$ cat src/design/dataPathPkg.sv
package dataPathPkg;

	localparam int wordWidth = 32;
	localparam int regCount = 16;
	localparam int regAddrWidth = 4;
	localparam int ramDepth = 512;
	localparam int ramAddrWidth = 9;

	// instruction register field positions
	localparam int opcodeHi = 31;
	localparam int opcodeLo = 27;
	localparam int raHi = 26;
	localparam int raLo = 23;
	localparam int rbHi = 22;
	localparam int rbLo = 19;
	localparam int rcHi = 18;
	localparam int rcLo = 15;
	localparam int constHi = 18;
	localparam int constLo = 0;
	localparam int constWidth = constHi - constLo + 1;
	localparam int condHi = 20;
	localparam int condLo = 19;

	// increment works on the bus value alone
	typedef enum logic [2:0] {aluAdd, aluSub, aluAnd, aluOr, aluMul, aluInc} aluOpT;

	typedef enum logic [1:0] {condZero, condNonZero, condNonNeg, condNeg} condT;

endpackage
$ cat src/design/regSelectIf.sv
`timescale 1ns/1ps

interface regSelectIf import dataPathPkg::*; ();

	// one-hot load and drive strobes for the general registers
	logic [regCount-1:0] regIn;
	logic [regCount-1:0] regOut;
	// base-address mode, R0 reads as zero
	logic baOut;
	logic [wordWidth-1:0] constant;

	modport encoder (output regIn, regOut, baOut, constant);

	modport registers (input regIn, regOut, baOut);

	modport bus (input regOut, constant);

endinterface

$ cat src/design/selectEncode.sv
`timescale 1ns/1ps

module selectEncode import dataPathPkg::*; (
	input logic clock,
	input logic reset,
	input logic [wordWidth-1:0] ir,
	input logic gra,
	input logic grb,
	input logic grc,
	input logic rIn,
	input logic rOut,
	input logic baOut,
	regSelectIf.encoder sel
);

	logic [regAddrWidth-1:0] regNum;
	logic [regCount-1:0] decoded;

	// pick the register field named by the field select
	always_comb begin
		regNum = '0;
		if (gra) begin
			regNum = ir[raHi:raLo];
		end else if (grb) begin
			regNum = ir[rbHi:rbLo];
		end else if (grc) begin
			regNum = ir[rcHi:rcLo];
		end
	end

	// no strobe at all when no field is selected
	assign decoded = (gra | grb | grc) ? (regCount'(1) << regNum) : '0;

	assign sel.regIn = decoded & {regCount{rIn}};
	assign sel.regOut = decoded & {regCount{rOut | baOut}};
	assign sel.baOut = baOut;
	assign sel.constant = {{(wordWidth - constWidth){ir[constHi]}}, ir[constHi:constLo]};

	fieldSelectOneHot: assert property (@(posedge clock) disable iff (reset)
		$onehot0({gra, grb, grc}));

endmodule

$ cat src/flat_wrapper.sv
// flat-port wrapper written by rule: the top's interface ports become plain ports
module selectEncode_flat import dataPathPkg::*;
  (clock, reset, ir, gra, grb, grc, rIn, rOut, baOut, sel_regIn, sel_regOut, sel_baOut, sel_constant);
  regSelectIf sel_i ();
  input logic clock;
  input logic reset;
  input logic [wordWidth-1:0] ir;
  input logic gra;
  input logic grb;
  input logic grc;
  input logic rIn;
  input logic rOut;
  input logic baOut;
  output wire logic [$bits(sel_i.regIn)-1:0] sel_regIn;
  output wire logic [$bits(sel_i.regOut)-1:0] sel_regOut;
  output wire logic [$bits(sel_i.baOut)-1:0] sel_baOut;
  output wire logic [$bits(sel_i.constant)-1:0] sel_constant;
  assign sel_regIn = sel_i.regIn;
  assign sel_regOut = sel_i.regOut;
  assign sel_baOut = sel_i.baOut;
  assign sel_constant = sel_i.constant;
  selectEncode u_core (.clock(clock), .reset(reset), .ir(ir), .gra(gra), .grb(grb), .grc(grc), .rIn(rIn), .rOut(rOut), .baOut(baOut), .sel(sel_i));
endmodule
$ cat config.mk
export PLATFORM = sky130hd
export DESIGN_NAME = selectEncode_flat
export DESIGN_NICKNAME = d
export VERILOG_FILES = /design/src/design/dataPathPkg.sv /design/src/design/regSelectIf.sv /design/src/design/selectEncode.sv /design/src/flat_wrapper.sv
export SDC_FILE = /design/constraint.sdc
export NUM_CORES = 1
export LEC_CHECK = 0
export BUFFER_PORTS_ARGS = -buffer_cell sky130_fd_sc_hd__clkbuf_2
export CORE_MARGIN = 2
export CORE_UTILIZATION = 35
export DETAILED_ROUTE_END_ITERATION = 8
export GPL_TIMING_DRIVEN = 0
export PLACE_DENSITY = 0.91
export SLEW_MARGIN = 20
export SYNTH_ARGS = -nofsm -noshare
export SYNTH_HDL_FRONTEND = slang
export SYNTH_SLANG_ARGS = --single-unit
$ cat constraint.sdc
create_clock -name vclk -period 2.9
set_input_delay 0.725 -clock vclk [all_inputs]
set_output_delay 0.725 -clock vclk [all_outputs]
set_load 0.01 [all_outputs]
Word level (Yosys, flattened, before mapping)

Cells that the tools add are included.

Logic and storage cells: 10
Output and inout bits: 65
Register bits after elaboration: 0
Bits of input ports: 40

Mux-type cells: 4
Shift operators: 1
Bitwise logic cells: 5

Operators by type and width:

| cell                   | count |
|---|---|
| $and A16 B16 Y16       | 2 |
| $mux W16               | 1 |
| $shl A1 B4 Y16 const A | 1 |
| $mux W4                | 3 |
| $or A1 B1 Y1           | 3 |

Depth between registers and ports, before layout

Gate-level depths: netlist (run 1).

Depth after elaboration: 6
Mapped depth: 5
Gate-level depth less buffers: 3

Worst setup path after synthesis (run 1)

OpenSTA, ideal clock, no wires.

Path kind: in2out
Start point: input grb
End point: output sel_regIn[11]
Arrival: 1.810 ns
Data required time: 2.175 ns
Path slack: 0.365 ns
Stages on the path: 5
Path buffers: 2
Path through: buf_6 > nand3b_1 > a22o_2 > buf_6 > nor4_1

Word-level cells in the longest chain between the ends: 5
Elaborated cells on any way between the ends: 7
Classes of those cells: 1 x shift; 3 x mux; 3 x bitwise

Ends and longest elaborated chain:

| what                 | RTL line           | RTL |
|---|---|---|
| from (decl)          | flat_wrapper.sv:9  | `input logic grb;` |
| $mux W4              | selectEncode.sv:24 | `end else if (grb) begin` |
| $mux W4              | selectEncode.sv:22 | `if (gra) begin` |
| $shl A1 B4 Y16       | selectEncode.sv:32 | `assign decoded = (gra \| grb \| grc) ? (regCount'(1) << regNum) : '0;` |
| $mux W16 (*)         | selectEncode.sv:32 |  |
| $and A16 B16 Y16 (*) | selectEncode.sv:34 | `assign sel.regIn = decoded & {regCount{rIn}};` |
| to (decl)            | flat_wrapper.sv:14 | `output wire logic [$bits(sel_i.regIn)-1:0] sel_regIn;` |

Mark *: on every way between the ends. The rest lies on a longest branch, timed or not.

Final worst setup path (run 1)

Start point: input grb
End point: output sel_regOut[2]

Word-level cells in the longest chain between the ends: 5
Elaborated cells on any way between the ends: 7
Classes of those cells: 1 x shift; 3 x mux; 3 x bitwise

Ends and longest elaborated chain:

| what                 | RTL line           | RTL |
|---|---|---|
| $mux W4              | selectEncode.sv:24 |  |
| $mux W4              | selectEncode.sv:22 |  |
| $shl A1 B4 Y16       | selectEncode.sv:32 |  |
| $mux W16 (*)         | selectEncode.sv:32 |  |
| $and A16 B16 Y16 (*) | selectEncode.sv:35 | `assign sel.regOut = decoded & {regCount{rOut \| baOut}};` |
| to (decl)            | flat_wrapper.sv:15 | `output wire logic [$bits(sel_i.regOut)-1:0] sel_regOut;` |

Marks and branches as above.

==> flow_summary_export.csv, run 1 <==
group,metric,value,unit
timing,tightest_slew,0.721,ns
synth,avgSynthCellArea,7.04,sq um
floorplan,row_count,16,
final_layout,seqCellArea,0,sq um
timing,hold_slack,1.64,ns
timing,tns,0,ns
final_layout,clockBufferCount,0,
pwr,internal-power,93.4,uW
final_layout,n_antenna_cell,0,
timing,layout_setup_ws,0.0554,ns
final_layout,fillers,211,
synth,synth-seq-area-share,0,%
synth,synth.area.top_cells,"buf_4 (34%), nor4_1 (27%), buf_6 (4.5%)",
placed_design,io_buffers,83,
placed_design,place_congestion,0.771,
routing,totalWireLength,2.40,mm
global_routing,antenna_found_initial,0,
final_layout,finalNetCount,232,
setup_path,crit_type,"input port to output pin",
routing,drt-vias-per-instance,4.94,
global_routing,grt_pass1_vias,886,
timing,relSlewSlack,51.9,%
timing,period_needed,2.84,ns
floorplan,die-area,0.00254,sq mm
pwr,ir_drop,0.0880,mV
global_routing,grt_use_met3,2.38,%
setup_path,worstPathMaxFanout,10,
clocking,cts_hold_buf,0,
floorplan,pin_count,105,
pwr,p_per_area,168,mW/mm^2
pwr,clkPwrFrac,0,%
clocking,postCtsSetupBuffers,0,
synth,synth_nets,147,
synth,netlist_area,753,sq um
final_layout,seq_cell_count,0,
global_routing,grtUsageTotal,17.2,%
timing,final-setup-viol-count,0,
global_routing,grt_pass1_wl,3.66,mm
floorplan,start_util,37.6,%
synth,netlist.area_leader.share,33.9,%
setup_path,critPathArrivalTime,2.12,ns
job,drv_cap,0,
hold_path,hp-class,"input port to output pin",
placed_design,post-place-ws,0.0846,ns
floorplan,dieHeight,50.4,um
setup_path,worst_setup_path_start_kind,"input port",
timing,finalCritPeriodShare,98.1,%
routing,dr.pass1.iters,4,
global_routing,use_met2,32.7,%
synth,synth.distinct_cells,25,
final_layout,layout_commonest_cell,"clkbuf_2",
routing,detail_route.wl_per_cell,11.1,um
pwr,swShare,54.1,%
timing,hold_viol,0,
timing,slew_violations,0,
routing,antenna_left,0,
synth,yosysWarnings,0,
global_routing,grt-ovfl-total,0,
floorplan,fp.dieW,50.4,um
synth,yosysTopAreaCell,"buf_4",
setup_path,worstPathRequired,2.17,ns
timing,rsz0062_at_grt,"yes",
pwr,seqPwrFrac,0,%
global_routing,grt_max_degree,17,
routing,drtIter0Drc,15,
global_routing,busiest_layer,"met2",
final_layout,area_growth,61.1,%
pwr,power_switching,110,uW
routing,vias,1073,
routing,route.detailed.drc,0,
timing,fmax,352,MHz
floorplan,core-area,0.00200,sq mm
pwr,comb_power_share,100.0,%
setup_path,endpoint_kind,"output pin",
pwr,p_leak,0.000676,uW
synth,synthCells,107,
placed_design,hpwl,1.98,mm
final_layout,drive_above_1_share,67.4,%
outcome,status,"complete, no violations",
global_routing,grt_use_met1,21.5,%
final_layout,layout_common_cells,"clkbuf_2 (83), buf_4 (34), nor4_1 (31), nand3b_1 (4), a21oi_1 (4)",
==> synthesized netlist by cell type (2+ instances only) <==
cell type,instances
a21o_1,2
a21oi_1,4
and3b_1,2
buf_2,3
buf_4,34
buf_6,3
inv_1,2
nand2_1,3
nand3b_1,4
nor2b_1,3
nor4_1,32
o211ai_1,2
==> critical path: stages <==
cell and delay [ns]:
clkbuf_2 0.12, buf_6 0.14, and3b_1 0.25, o221ai_1 0.34
nor4_1 0.33, clkbuf_2 0.20
==> metrics by stage <==
stage / cell area (sq um) / total power, uW / cells / utilization, %
finish: 1210 / 204 / 217 / 60.6
global placement: 1200 / 199 / 217 / 60.1
detailed placement: 1200 / 202 / 217 / 60.1
global route: 1210 / 222 / 217 / 60.6
floorplan: 753 / 131 / 107 / -
CTS: 1200 / 202 / 217 / 60.1
==> cells by family after synthesis <==
group           synth area share, %
buf+inv                        41.9
compound gates                 16.8
simple gates                   41.4
==> worst paths after layout <==
kind	cells past startpoint	from	slack (ns)	endpoint
setup / recovery	6	grb	0.06	sel_regOut[2]
hold / removal	2	ir[12]	1.64	sel_constant[12]
==> metal layers <==
layer,share of wire (%),vias to the layer above
li1,-,553
met1,40,455
met2,47,65
met3,13,0
met4,0,0
met5,0,-
==> power by group through the flow <==
stage	clock network (uW)	registers [uW]	logic, uW
2_1_floorplan	0	0	131
3_3_place_gp	0	0	199
3_5_place_dp	0	0	202
4_1_cts	0	0	202
5_1_grt	0	0	222
6_report	0	0	204
==> cell type report <==
type               count  area, sq um  area share [%]
multi-input cells     64          449            37.0
repair buffers        83          415            34.2
plain buffers         41          308            25.4
well taps             27         33.8            2.78
inverters              2         7.51           0.619
==> what timing repair did <==
item | 4_1_cts | 5_1_grt
endpoints found under the hold margin | 0 | 0
setup endpoints to repair | 0 | 8
resized for setup | 0 | 2
No activity file was read; power rests on OpenSTA's default activity.
==> run 2: changes to the inputs <==
PLACE_DENSITY = 0.95   (was 0.91)
SKIP_LAST_GASP = 1   (was unset)
==> run 2 against run 1 <==
  * Count of clock-buffer cells in the layout did not move
  * Routed wire length grew 9.8%
  * Worst hold slack gained 0.00057 ns
  * Global-route usage grew 1.5 points
  * Power rose by 1.5%
  * Sequential share of layout area unchanged
  * Largest power group unchanged
  * Highest routed layer unchanged
==> flow_summary_export.csv, run 2 (synthesis results as in run 1) <==
group,metric,value,unit
setup_path,worstPathMaxFanout,10,
placed_design,hpwl,2.24,mm
final_layout,seqCellArea,0,sq um
timing,slew_violations,0,
routing,detail_route.wl_per_cell,12.1,um
outcome,status,"complete, no violations",
pwr,ir_drop,0.107,mV
placed_design,post-place-ws,0.0978,ns
setup_path,endpoint_kind,"output pin",
final_layout,multi_input_area,450,sq um
floorplan,dieHeight,50.4,um
timing,relSlewSlack,53.0,%
floorplan,pin_count,105,
setup_path,cp.depth,7,
timing,tightest_slew,0.702,ns
placed_design,place_area,0.00120,sq mm
routing,drt-vias-per-instance,5.00,
routing,totalWireLength,2.63,mm
setup_path,crit_top_cell,"clkbuf_2",
setup_path,cp_slowest_cell,"clkbuf_1",
floorplan,core-area,0.00200,sq mm
timing,hold_viol,0,
routing,dr.pass1.iters,4,
routing,antenna_left,0,
setup_path,crit_type,"input port to output pin",
timing,finalCritPeriodShare,96.3,%
job,drv_cap,0,
final_layout,layout_commonest_cell,"clkbuf_2",
final_layout,area_growth,61.3,%
final_layout,finalNetCount,232,
timing,period_needed,2.79,ns
setup_path,critPathBufInv,4,
final_layout,drive_above_1_share,67.4,%
placed_design,place_congestion,0.810,
global_routing,grt_pass1_wl,3.87,mm
timing,final-setup-viol-count,0,
setup_path,critPathArrivalTime,2.07,ns
timing,tns,0,ns
setup_path,worst_setup_path_start_kind,"input port",
final_layout,clockBufferCount,0,
timing,layout_setup_ws,0.108,ns
final_layout,fin_area,0.00121,sq mm
final_layout,n_antenna_cell,0,
timing,rsz0062_at_grt,"yes",
floorplan,fp.dieW,50.4,um
setup_path,path_cells,"clkbuf_2 > buf_6 > nand3b_4 > a21oi_1 > clkbuf_1 > nor4_1 > clkbuf_2",
setup_path,crit_end,"sel_regOut[4]",
final_layout,seq_cell_count,0,
pwr,finalPower,207,uW
timing,fmax,358,MHz
routing,route.detailed.drc,0,
global_routing,grt_max_degree,17,
routing,drtIter0Drc,24,
routing,vias,1086,
global_routing,antenna_found_initial,0,
floorplan,die-area,0.00254,sq mm
floorplan,row_count,16,
global_routing,grt-ovfl-total,0,
setup_path,critPathTopFamily,"buffers and inverters",
floorplan,start_util,37.6,%
global_routing,grt_pass1_vias,884,
setup_path,critPathMaxStageDelay,0.41,ns
global_routing,grtUsageTotal,18.7,%
setup_path,worstPathRequired,2.17,ns
final_layout,layout_common_cells,"clkbuf_2 (83), buf_4 (34), nor4_1 (31), nand3b_1 (4), a21oi_1 (4)",
final_layout,fillers,217,
placed_design,io_buffers,83,
setup_path,worstSetupStartpoint,"grb",
pwr,p_per_area,170,mW/mm^2
pwr,p_leak,0.000676,uW
hold_path,hp-class,"input port to output pin",
final_layout,fin_util,60.7,%
run 2: area by class of cell:
class	count	share of cell area, %
plain buffers	41	25.3
inverters	2	0.618
multi-input cells	64	37.1
well taps	27	2.78
repair buffers	83	34.2
run 2: how the worst min path moves through the flow:
| stage | startpoint | to | slack, ns | cells after the start |
|---|---|---|---|---|
| floorplan | baOut | sel_baOut | 1.54 | 1 |
| global placement | ir[2] | sel_constant[2] | 1.64 | 2 |
| detailed placement | ir[12] | sel_constant[12] | 1.64 | 2 |
| CTS | ir[11] | sel_constant[11] | 1.64 | 2 |
| global route | ir[3] | sel_constant[3] | 1.64 | 2 |
| finish | ir[12] | sel_constant[12] | 1.64 | 2 |
run 2: power breakdown:
part	switching (uW)	internal, uW	total (uW)	leakage (uW)
Combinational	113	93.4	207	0.000676
Clock	0	0	0	0
Sequential	0	0	0	0
run 2: through the flow:
step,hold WS [ns],instances
after floorplan,1.54,107
after global placement,1.64,217
after detailed placement,1.64,217
after CTS,1.64,217
after global routing,1.64,217
final,1.64,217
run 2: what timing repair did:
action	4_1_cts	5_1_grt
setup endpoints to repair	0	13
resized for setup	0	2
setup buffers	0	0
hold buffers	0	0
run 2: metal layers:
layer	GRT usage, %	up-vias	wire length, um
met3	0.298	0	199
met1	23.7	477	1050
met2	37.1	57	1390
li1	-	552	-
met5	0	-	0
met4	0	0	0
