===== config.mk =====
export PLATFORM = sky130hd
export DESIGN_NAME = registerFile_flat
export DESIGN_NICKNAME = d
export VERILOG_FILES = /design/src/design/dataPathPkg.sv /design/src/design/regSelectIf.sv /design/src/design/registerFile.sv /design/src/flat_wrapper.sv
export SDC_FILE = /design/constraint.sdc
export NUM_CORES = 1
export LEC_CHECK = 0
export BUFFER_PORTS_ARGS = -buffer_cell sky130_fd_sc_hd__buf_2
export CAP_MARGIN = 20
export CORE_MARGIN = 1
export CORE_UTILIZATION = 47
export CTS_CLUSTER_DIAMETER = 50
export CTS_CLUSTER_SIZE = 30
export DETAILED_ROUTE_END_ITERATION = 8
export HOLD_SLACK_MARGIN = 0.06
export PLACE_DENSITY = 0.74
export SLEW_MARGIN = 0
export SYNTH_ARGS = -nofsm -noshare
export SYNTH_HDL_FRONTEND = slang
export SYNTH_SLANG_ARGS = --single-unit

===== constraint.sdc =====
create_clock -name clock -period 1.88 [get_ports clock]
set_clock_uncertainty 0.05 [all_clocks]
set_input_delay 0.282 -clock clock [delete_from_list [all_inputs] [get_ports clock]]
set_output_delay 0.282 -clock clock [all_outputs]
set_load 0.05 [all_outputs]

===== src/design/dataPathPkg.sv =====
package dataPathPkg;

	localparam int wordWidth = 32;
	localparam int regCount = 16;
	localparam int regAddrWidth = 4;
	localparam int ramDepth = 512;
	localparam int ramAddrWidth = 9;

	// instruction register field positions
	localparam int opcodeHi = 31;
	localparam int opcodeLo = 27;
	localparam int raHi = 26;
	localparam int raLo = 23;
	localparam int rbHi = 22;
	localparam int rbLo = 19;
	localparam int rcHi = 18;
	localparam int rcLo = 15;
	localparam int constHi = 18;
	localparam int constLo = 0;
	localparam int constWidth = constHi - constLo + 1;
	localparam int condHi = 20;
	localparam int condLo = 19;

	// increment works on the bus value alone
	typedef enum logic [2:0] {aluAdd, aluSub, aluAnd, aluOr, aluMul, aluInc} aluOpT;

	typedef enum logic [1:0] {condZero, condNonZero, condNonNeg, condNeg} condT;

endpackage

===== src/design/regSelectIf.sv =====
`timescale 1ns/1ps

interface regSelectIf import dataPathPkg::*; ();

	// one-hot load and drive strobes for the general registers
	logic [regCount-1:0] regIn;
	logic [regCount-1:0] regOut;
	// base-address mode, R0 reads as zero
	logic baOut;
	logic [wordWidth-1:0] constant;

	modport encoder (output regIn, regOut, baOut, constant);

	modport registers (input regIn, regOut, baOut);

	modport bus (input regOut, constant);

endinterface


===== src/design/registerFile.sv =====
`timescale 1ns/1ps

module registerFile import dataPathPkg::*; (
	input logic clock,
	input logic reset,
	input logic [wordWidth-1:0] bus,
	regSelectIf.registers sel,
	output logic [wordWidth-1:0] readValue
);

	logic [wordWidth-1:0] regs [regCount];
	logic [wordWidth-1:0] r0Value;

	always_ff @(posedge clock) begin
		if (reset) begin
			for (int i = 0; i < regCount; i++) begin
				regs[i] <= '0;
			end
		end else begin
			for (int i = 0; i < regCount; i++) begin
				if (sel.regIn[i]) begin
					regs[i] <= bus;
				end
			end
		end
	end

	// base plus offset addressing treats R0 as zero
	assign r0Value = sel.baOut ? '0 : regs[0];

	always_comb begin
		readValue = '0;
		if (sel.regOut[0]) begin
			readValue = r0Value;
		end
		for (int i = 1; i < regCount; i++) begin
			if (sel.regOut[i]) begin
				readValue = regs[i];
			end
		end
	end

endmodule


===== src/flat_wrapper.sv =====
// flat-port wrapper written by rule: the top's interface ports become plain ports
module registerFile_flat import dataPathPkg::*;
  (clock, reset, bus, readValue, sel_regIn, sel_regOut, sel_baOut);
  regSelectIf sel_i ();
  input logic clock;
  input logic reset;
  input logic [wordWidth-1:0] bus;
  output logic [wordWidth-1:0] readValue;
  input wire logic [$bits(sel_i.regIn)-1:0] sel_regIn;
  input wire logic [$bits(sel_i.regOut)-1:0] sel_regOut;
  input wire logic [$bits(sel_i.baOut)-1:0] sel_baOut;
  assign sel_i.regIn = sel_regIn;
  assign sel_i.regOut = sel_regOut;
  assign sel_i.baOut = sel_baOut;
  registerFile u_core (.clock(clock), .reset(reset), .bus(bus), .sel(sel_i), .readValue(readValue));
endmodule

## Yosys cells after proc, flatten, opt, wreduce, memory -nomap -nowiden

Memory sizes are Yosys's and may differ from the RTL's.
Index checks and enable logic that the tools add are counted.
Widths: inputs -> output; s select.

- Input bits: 67
- ROM bits: 0
- Output and inout port bits: 32
- Flip-flop bits (word level): 0
- Word-level logic and storage cells: 100
- Bits in latches: 0
- Memories kept: 1
- RAM bits: 512

- Equal/unequal tests: 0
- Div/mod/pow operators: 0
- Muxes and demuxes: 83
- Reduce and logical (&&, ||, !) cells: 0
- $lt $le $gt $ge: 0
- Multiply operators: 0
- Bitwise logic cells: 16
- Add/sub/neg operators: 0
- Shift-type cells: 0

Memory list:

| name | words | width | rd ports | clocked after memory_dff | wr ports | RTL line | RTL |
|---|---|---|---|---|---|---|---|
| u_core.regs | 16 | 32 | 16 | 0 | 16 | registerFile.sv:11 | `logic [wordWidth-1:0] regs [regCount];` |

Operator list:

| operator | number |
|---|---|
| $mux 32 | 33 |
| $mux 1 | 50 |
| $or 1x1->1 | 16 |

## Depth between registers and ports, before layout

Gate-level depths: netlist of run 1.

- Depth after elaboration: 17
- Depth in mapped cells: 7
- Gate-level depth less buffers: 5

## Worst setup path after synthesis of run 1

No wires, ideal clock.

- Kind: input -> output
- Start: in sel_regOut[2]
- End: out readValue[29]
- Data arrival time: 2.531 ns
- Slack: -0.983 ns
- Cell stages on the path: 6
- Required time: 1.548 ns
- Buffers on the path: 2
- Cells stage by stage: buf_2 -> clkbuf_1 -> a221oi_1 -> nor3_1 -> nor3_1 -> nor4bb_1

- Word-level cells in the longest chain between the ends: 14

RTL lines:

| element | RTL line | RTL |
|---|---|---|
| start, declared | flat_wrapper.sv:10 | `input wire logic [$bits(sel_i.regOut)-1:0] sel_regOut;` |
| $mux 32 (14 in a row) | registerFile.sv:37 | `if (sel.regOut[i]) begin` |
| end, declared | flat_wrapper.sv:8 | `output logic [wordWidth-1:0] readValue;` |

Every way passes these cells.

==> results of run 1 <==
==> layout by cell type, fill, tap and decap left out, drive strengths merged, types with 33 or more instances in the layout <==
| master | synthesis | final |
|---|---|---|
| a221oi | 63 | 63 |
| and2 | 321 | 321 |
| o21ai | 65 | 65 |
| a22oi | 33 | 33 |
| buf | 60 | 328 |
| o22ai | 63 | 63 |
| nor2 | 64 | 64 |
| clkbuf | 107 | 42 |
| nor2b | 65 | 65 |
| edfxtp | 512 | 512 |
| a21oi | 64 | 64 |
| nor3 | 36 | 36 |
==> power by group through the flow <==
stage / Combinational, mW / Sequential [mW] / Clock [mW]
5_1_grt: 4.13 / 14.1 / 9.65
4_1_cts: 3.68 / 14.0 / 9.26
6_report: 3.92 / 14.1 / 9.18
3_3_place_gp: 3.37 / 14.2 / 0
3_5_place_dp: 3.45 / 14.3 / 0
2_1_floorplan: 2.21 / 14.1 / 0
==> routing by layer <==
layer  wire, um  global-route usage  up-vias
li1           -                   -     6871
met1      26100               0.352     7738
met2      28600               0.379      729
met3       5440              0.0453       81
met4       1280              0.0579        2
met5         13                   0        -
==> final cells by class <==
| type | count | area, um2 | area share |
|---|---|---|---|
| timing repair buffer | 328 | 3030 | 0.101 |
| clock buffer | 42 | 1030 | 0.0345 |
| sequential | 512 | 15400 | 0.515 |
| clock inverter | 28 | 397 | 0.0133 |
| inverter | 7 | 26.3 | 0.000881 |
| tap | 656 | 821 | 0.0275 |
| multi-input combinational | 1027 | 9160 | 0.307 |
| antenna | 1 | 2.50 | 0.0000839 |
==> stage by stage <==
stage	hold slack, ns	util	setup TNS (ns)
3_5_place_dp	0.816	0.562	-34.43
6_report	0.207	0.620	-17.89
3_3_place_gp	0.803	0.562	-20.66
2_1_floorplan	0.430	-	-2.40
4_1_cts	0.226	0.603	-18.78
5_1_grt	0.205	0.620	-20.27
==> logic make-up (layout without fill, tap and decap cells) <==
kind of cell / count (synthesis) / in the layout / synth area share
simple gates: 581 / 581 / 0.147
flops: 512 / 512 / 0.664
other cells: 0 / 1 / 0
compound gates: 415 / 415 / 0.141
buf+inv: 174 / 405 / 0.0356
mux: 31 / 31 / 0.0134
==> how the worst max path moves through the flow <==
| stage | cells after the start | slack, ns | to | startpoint |
|---|---|---|---|---|
| global route | 6 | -0.75 | readValue[2] | u_core.regs[0][2]$_SDFFCE_PN0P_ |
| global placement | 9 | -0.49 | readValue[0] | sel_regOut[7] |
| CTS | 6 | -0.65 | readValue[2] | u_core.regs[0][226]$_SDFFCE_PN0P_ |
| finish | 6 | -0.63 | readValue[2] | u_core.regs[0][2]$_SDFFCE_PN0P_ |
| detailed placement | 9 | -0.59 | readValue[4] | sel_regOut[7] |
| floorplan | 7 | -0.08 | readValue[29] | sel_regOut[0] |
==> worst max-delay path, cell delays in order (launching register included) <==
cell       delay [ns]
edfxtp_1         0.36
and2b_1          0.20
a221oi_4         0.27
nor3_4           0.09
a2111oi_4        0.39
a211oi_4         0.13
buf_12           0.18
==> what timing repair did <==
item,4_1_cts,5_1_grt
pin swaps,144,93
resized for setup,85,99
setup buffers,27,3
cloned,0,0
setup endpoints to repair,32,32
==> results_dict.tcl, run 1 <==
set metrics [dict create \
    swShare 0.268 \
    io_pins 99 \
    largest_reg_flops 512 \
    syn_avg_cell_area_um2 13.5 \
    dp_cells 2478 \
    cap_violations 0 \
    cp_max_fo 1 \
    cts_hold_buf 0 \
    critPathCaptureType "primary output" \
    placed_area_um2 27100 \
    ant_nets 0 \
    setup_ws_ns -0.629 \
    violations "setup timing" \
    grt_pass1_vias 15200 \
    synthDistinctLibCells 39 \
    syn_area_um2 23200 \
    synth_edf_count 512 \
    hold_violations 0 \
    power_frac_comb 0.144 \
    grt_remaining_overflow 0 \
    postLayoutCellArea_um2 29800 \
    status "finished with violations" \
    fin_nets 1982 \
    drv_slew 0 \
    syn_nets 1780 \
    h-tree-depth 2 \
    rsz0062_at_grt "true" \
    rows 80 \
    cp-start-kind "register" \
    clockPowerShare 0.338 \
    hold_depth 3 \
    critical_path_required_ns 1.55 \
    synthToLayoutAreaGrowth_pct 28.8 \
    root_buffer "clkbuf_16" \
    drive_above_1_share 0.340 \
    synth_cells 1713 \
    die_w_um 224 \
    ir_drop_uv 654 \
    p_leak_nw 10.8 \
    reg_top3 "u_core.regs: 512 flops" \
    wl_per_cell_um 23.6 \
    numCtsBuffers 39 \
    finalCriticalPeriod_ns 2.51 \
    tightest_slew_ns 0.975 \
    antenna_found_initial 1 \
    synth_top_area_share 0.664 \
    period_share 1.33 \
    synth_commonest_cells "edfxtp_1 (512), and2_1 (321), clkbuf_1 (107)" \
    hold_start "bus[21]" \
    max_freq_mhz 399 \
    seqPwrFrac 0.518 \
    synth.ff_latch_count 512 \
    gp_congestion 0.946 \
    grt_usage 0.243 \
    vias 15400 \
    vias_per_cell 5.93 \
    grt_max_degree 66 \
    yosysWarningCount 0 \
    cp.arrival_ns 2.18 \
    synth.area.top_cells "edfxtp_1 (66%), and2_1 (8.7%), a221oi_2 (2.1%)" \
    initial_core_util 0.481 \
    slew_headroom 0.349 \
    clock_path_buffers 3 \
    synth_flop_cell "edfxtp_1" \
    die_h_um 224 \
    core_area_um2 48100 \
    wl_mm 61.4 \
    path_clk_slew_ns 0.06 \
    dp_hpwl_mm 40.8 \
    drt_iter0_markers 1525 \
    ys_async_sr_fraction 0 \
    cts_tree "done" \
    first_pass_iters 5 \
    dp_slack_ns -0.586 \
    final-setup-viol-count 32 \
    layout.cells.non_filler 2601 \
    powerDensity_nw_per_um2 911 \
    power_mw 27.2 \
    power_switching_mw 7.29 \
    path_class "reg2out" \
    cts_sinks 512 \
    ys_seq_area_frac 0.664 \
    fill_cells 3355 \
    grt_pass1_wl_mm 92.7 \
    p_int_mw 19.9 \
    drc_errors 0 \
    yosys.area.top_type "edfxtp_1" \
    yosysMostFrequentCell "edfxtp_1" \
    largest-register "u_core.regs" \
    dieArea_um2 50200 \
    portBuffers 98 \
    holdCritPathClass "in2reg" \
    hold-path-endpoint "u_core.regs[0][53]$_SDFFCE_PN0P_" \
]
Power figures use the tool's default switching activity.
==> run 2, diff against run 1 <==
CORE_UTILIZATION = 60   (was 47)
CTS_CLUSTER_SIZE = 16   (was 30)
PLACE_DENSITY = 0.88   (was 0.74)
==> run 2 against run 1 <==
The flow still finishes with violations (setup timing). Power up 2.9%. Fmax down 17%. Routed wire length up 37%. Critical path type unchanged. Highest routed layer unchanged.
==> results_dict.tcl, run 2 (synthesis gave the netlist of run 1 again) <==
set metrics [dict create \
    h-tree-depth 2 \
    timing.hold.ws_ns 0.197 \
    period_share 1.62 \
    holdCritPathClass "in2reg" \
    vias_per_cell 7.47 \
    layout.cells.non_filler 2480 \
    clock_path_buffers 3 \
    core_area_um2 37800 \
    die_w_um 199 \
    gp_congestion 0.987 \
    fin_nets 2014 \
    first_pass_iters 9 \
    tightest_slew_ns 0.959 \
    final_common_cell "edfxtp_1" \
    layout_common_cells "edfxtp_1 (512), and2_1 (321), buf_4 (216)" \
    drt_iter0_markers 4096 \
    root_buffer "clkbuf_16" \
    cp-start-kind "register" \
    path_clk_slew_ns 0.07 \
    portBuffers 98 \
    numCtsBuffers 42 \
    p_leak_nw 10.9 \
    postLayoutCellArea_um2 29800 \
    die_h_um 199 \
    cts_tree "done" \
    largest-register "u_core.regs" \
    vias 18500 \
    wl_per_cell_um 34.0 \
    drv_slew 0 \
    wl_mm 84.4 \
    finalCriticalPeriod_ns 3.04 \
    dieArea_um2 39400 \
    n_antenna_cell 0 \
    setup_ws_ns -1.16 \
    synthToLayoutAreaGrowth_pct 28.6 \
    hold_violations 0 \
    crit_cells 6 \
    crit_chain "nand2b_1 -> mux2i_1 -> o31ai_1 -> o221ai_2 -> a211oi_4 -> buf_6" \
    dp_slack_ns -0.629 \
    slew_headroom 0.358 \
    initial_core_util 0.612 \
    max_stage_delay_ns 0.55 \
    path_buf_inv 1 \
    max_freq_mhz 329 \
    dp_hpwl_mm 42.0 \
    largest_reg_flops 512 \
    grt_max_degree 66 \
    placed_area_um2 26900 \
    rows 71 \
    reg_top3 "u_core.regs: 512 flops" \
    powerDensity_nw_per_um2 938 \
    final-setup-viol-count 32 \
    path_class "reg2out" \
    cp_max_fo 1 \
    grt_usage 0.392 \
    ant_nets 0 \
    cts_hold_buf 0 \
    drive_above_1_share 0.353 \
    status "finished with violations" \
    cp_slowest_cell "a211oi_4" \
    critical_path_required_ns 1.55 \
    ir_drop_uv 806 \
    dp_cells 2349 \
    grt_remaining_overflow 0 \
    violations "setup timing" \
    crit_family "compound AO/OA/AOI/OAI gates" \
    cts_sinks 512 \
    grt_pass1_vias 17300 \
    grt_pass1_wl_mm 112 \
    hold_depth 3 \
    antenna_found_initial 1 \
    drc_errors 0 \
    critPathCaptureType "primary output" \
    cp.arrival_ns 2.70 \
    io_pins 99 \
    cap_violations 0 \
    rsz0062_at_grt "true" \
]
run 2: changes by cell type in the layout (fill, tap and decap cells not counted), sizes merged:
cell / delta
buf: +28
bufinv: +1
clkbuf: +9
clkinv: -4
diode: -1
inv: -9
run 2: layout make-up:
type	instances	area [um2]
Multi-Input combinational cell	1027	9240
Inverter	7	26.3
Tap cell	511	639
Sequential cell	512	15400
Clock buffer	50	1140
Clock inverter	16	204
Fill cell	1711	8050
Timing Repair Buffer	357	3170
run 2: timing repair:
action	CTS	global route
resized for setup	136	82
pin swaps	152	86
buffers inserted	37	11
setup endpoints to repair	32	32
run 2: per-layer routing:
| layer | routed length [um] | global-route usage |
|---|---|---|
| met1 | 27000 | 0.507 |
| met5 | 58 | 0 |
| met3 | 13500 | 0.119 |
| met2 | 37100 | 0.603 |
| met4 | 6810 | 0.198 |
run 2: power by group:
part           internal (mW)  switching [mW]  total [mW]
registers               13.6           0.639        14.3
clock network           4.91            4.44        9.35
logic                   1.57            2.74        4.32
run 2: metrics by stage:
stage	setup TNS, ns	total power [mW]	utilization
finish	-25.17	28.0	0.787
global route	-25.49	28.2	0.787
CTS	-19.06	26.8	0.768
detailed placement	-42.19	17.7	0.710
global placement	-19.31	17.4	0.709
floorplan	-2.40	16.3	-
run 2: path summary, 6_finish.rpt:
kind | from | end | slack (ns)
min | bus[1] | u_core.regs[0][33]$_SDFFCE_PN0P_ | 0.20
max | u_core.regs[0][243]$_SDFFCE_PN0P_ | readValue[19] | -1.16
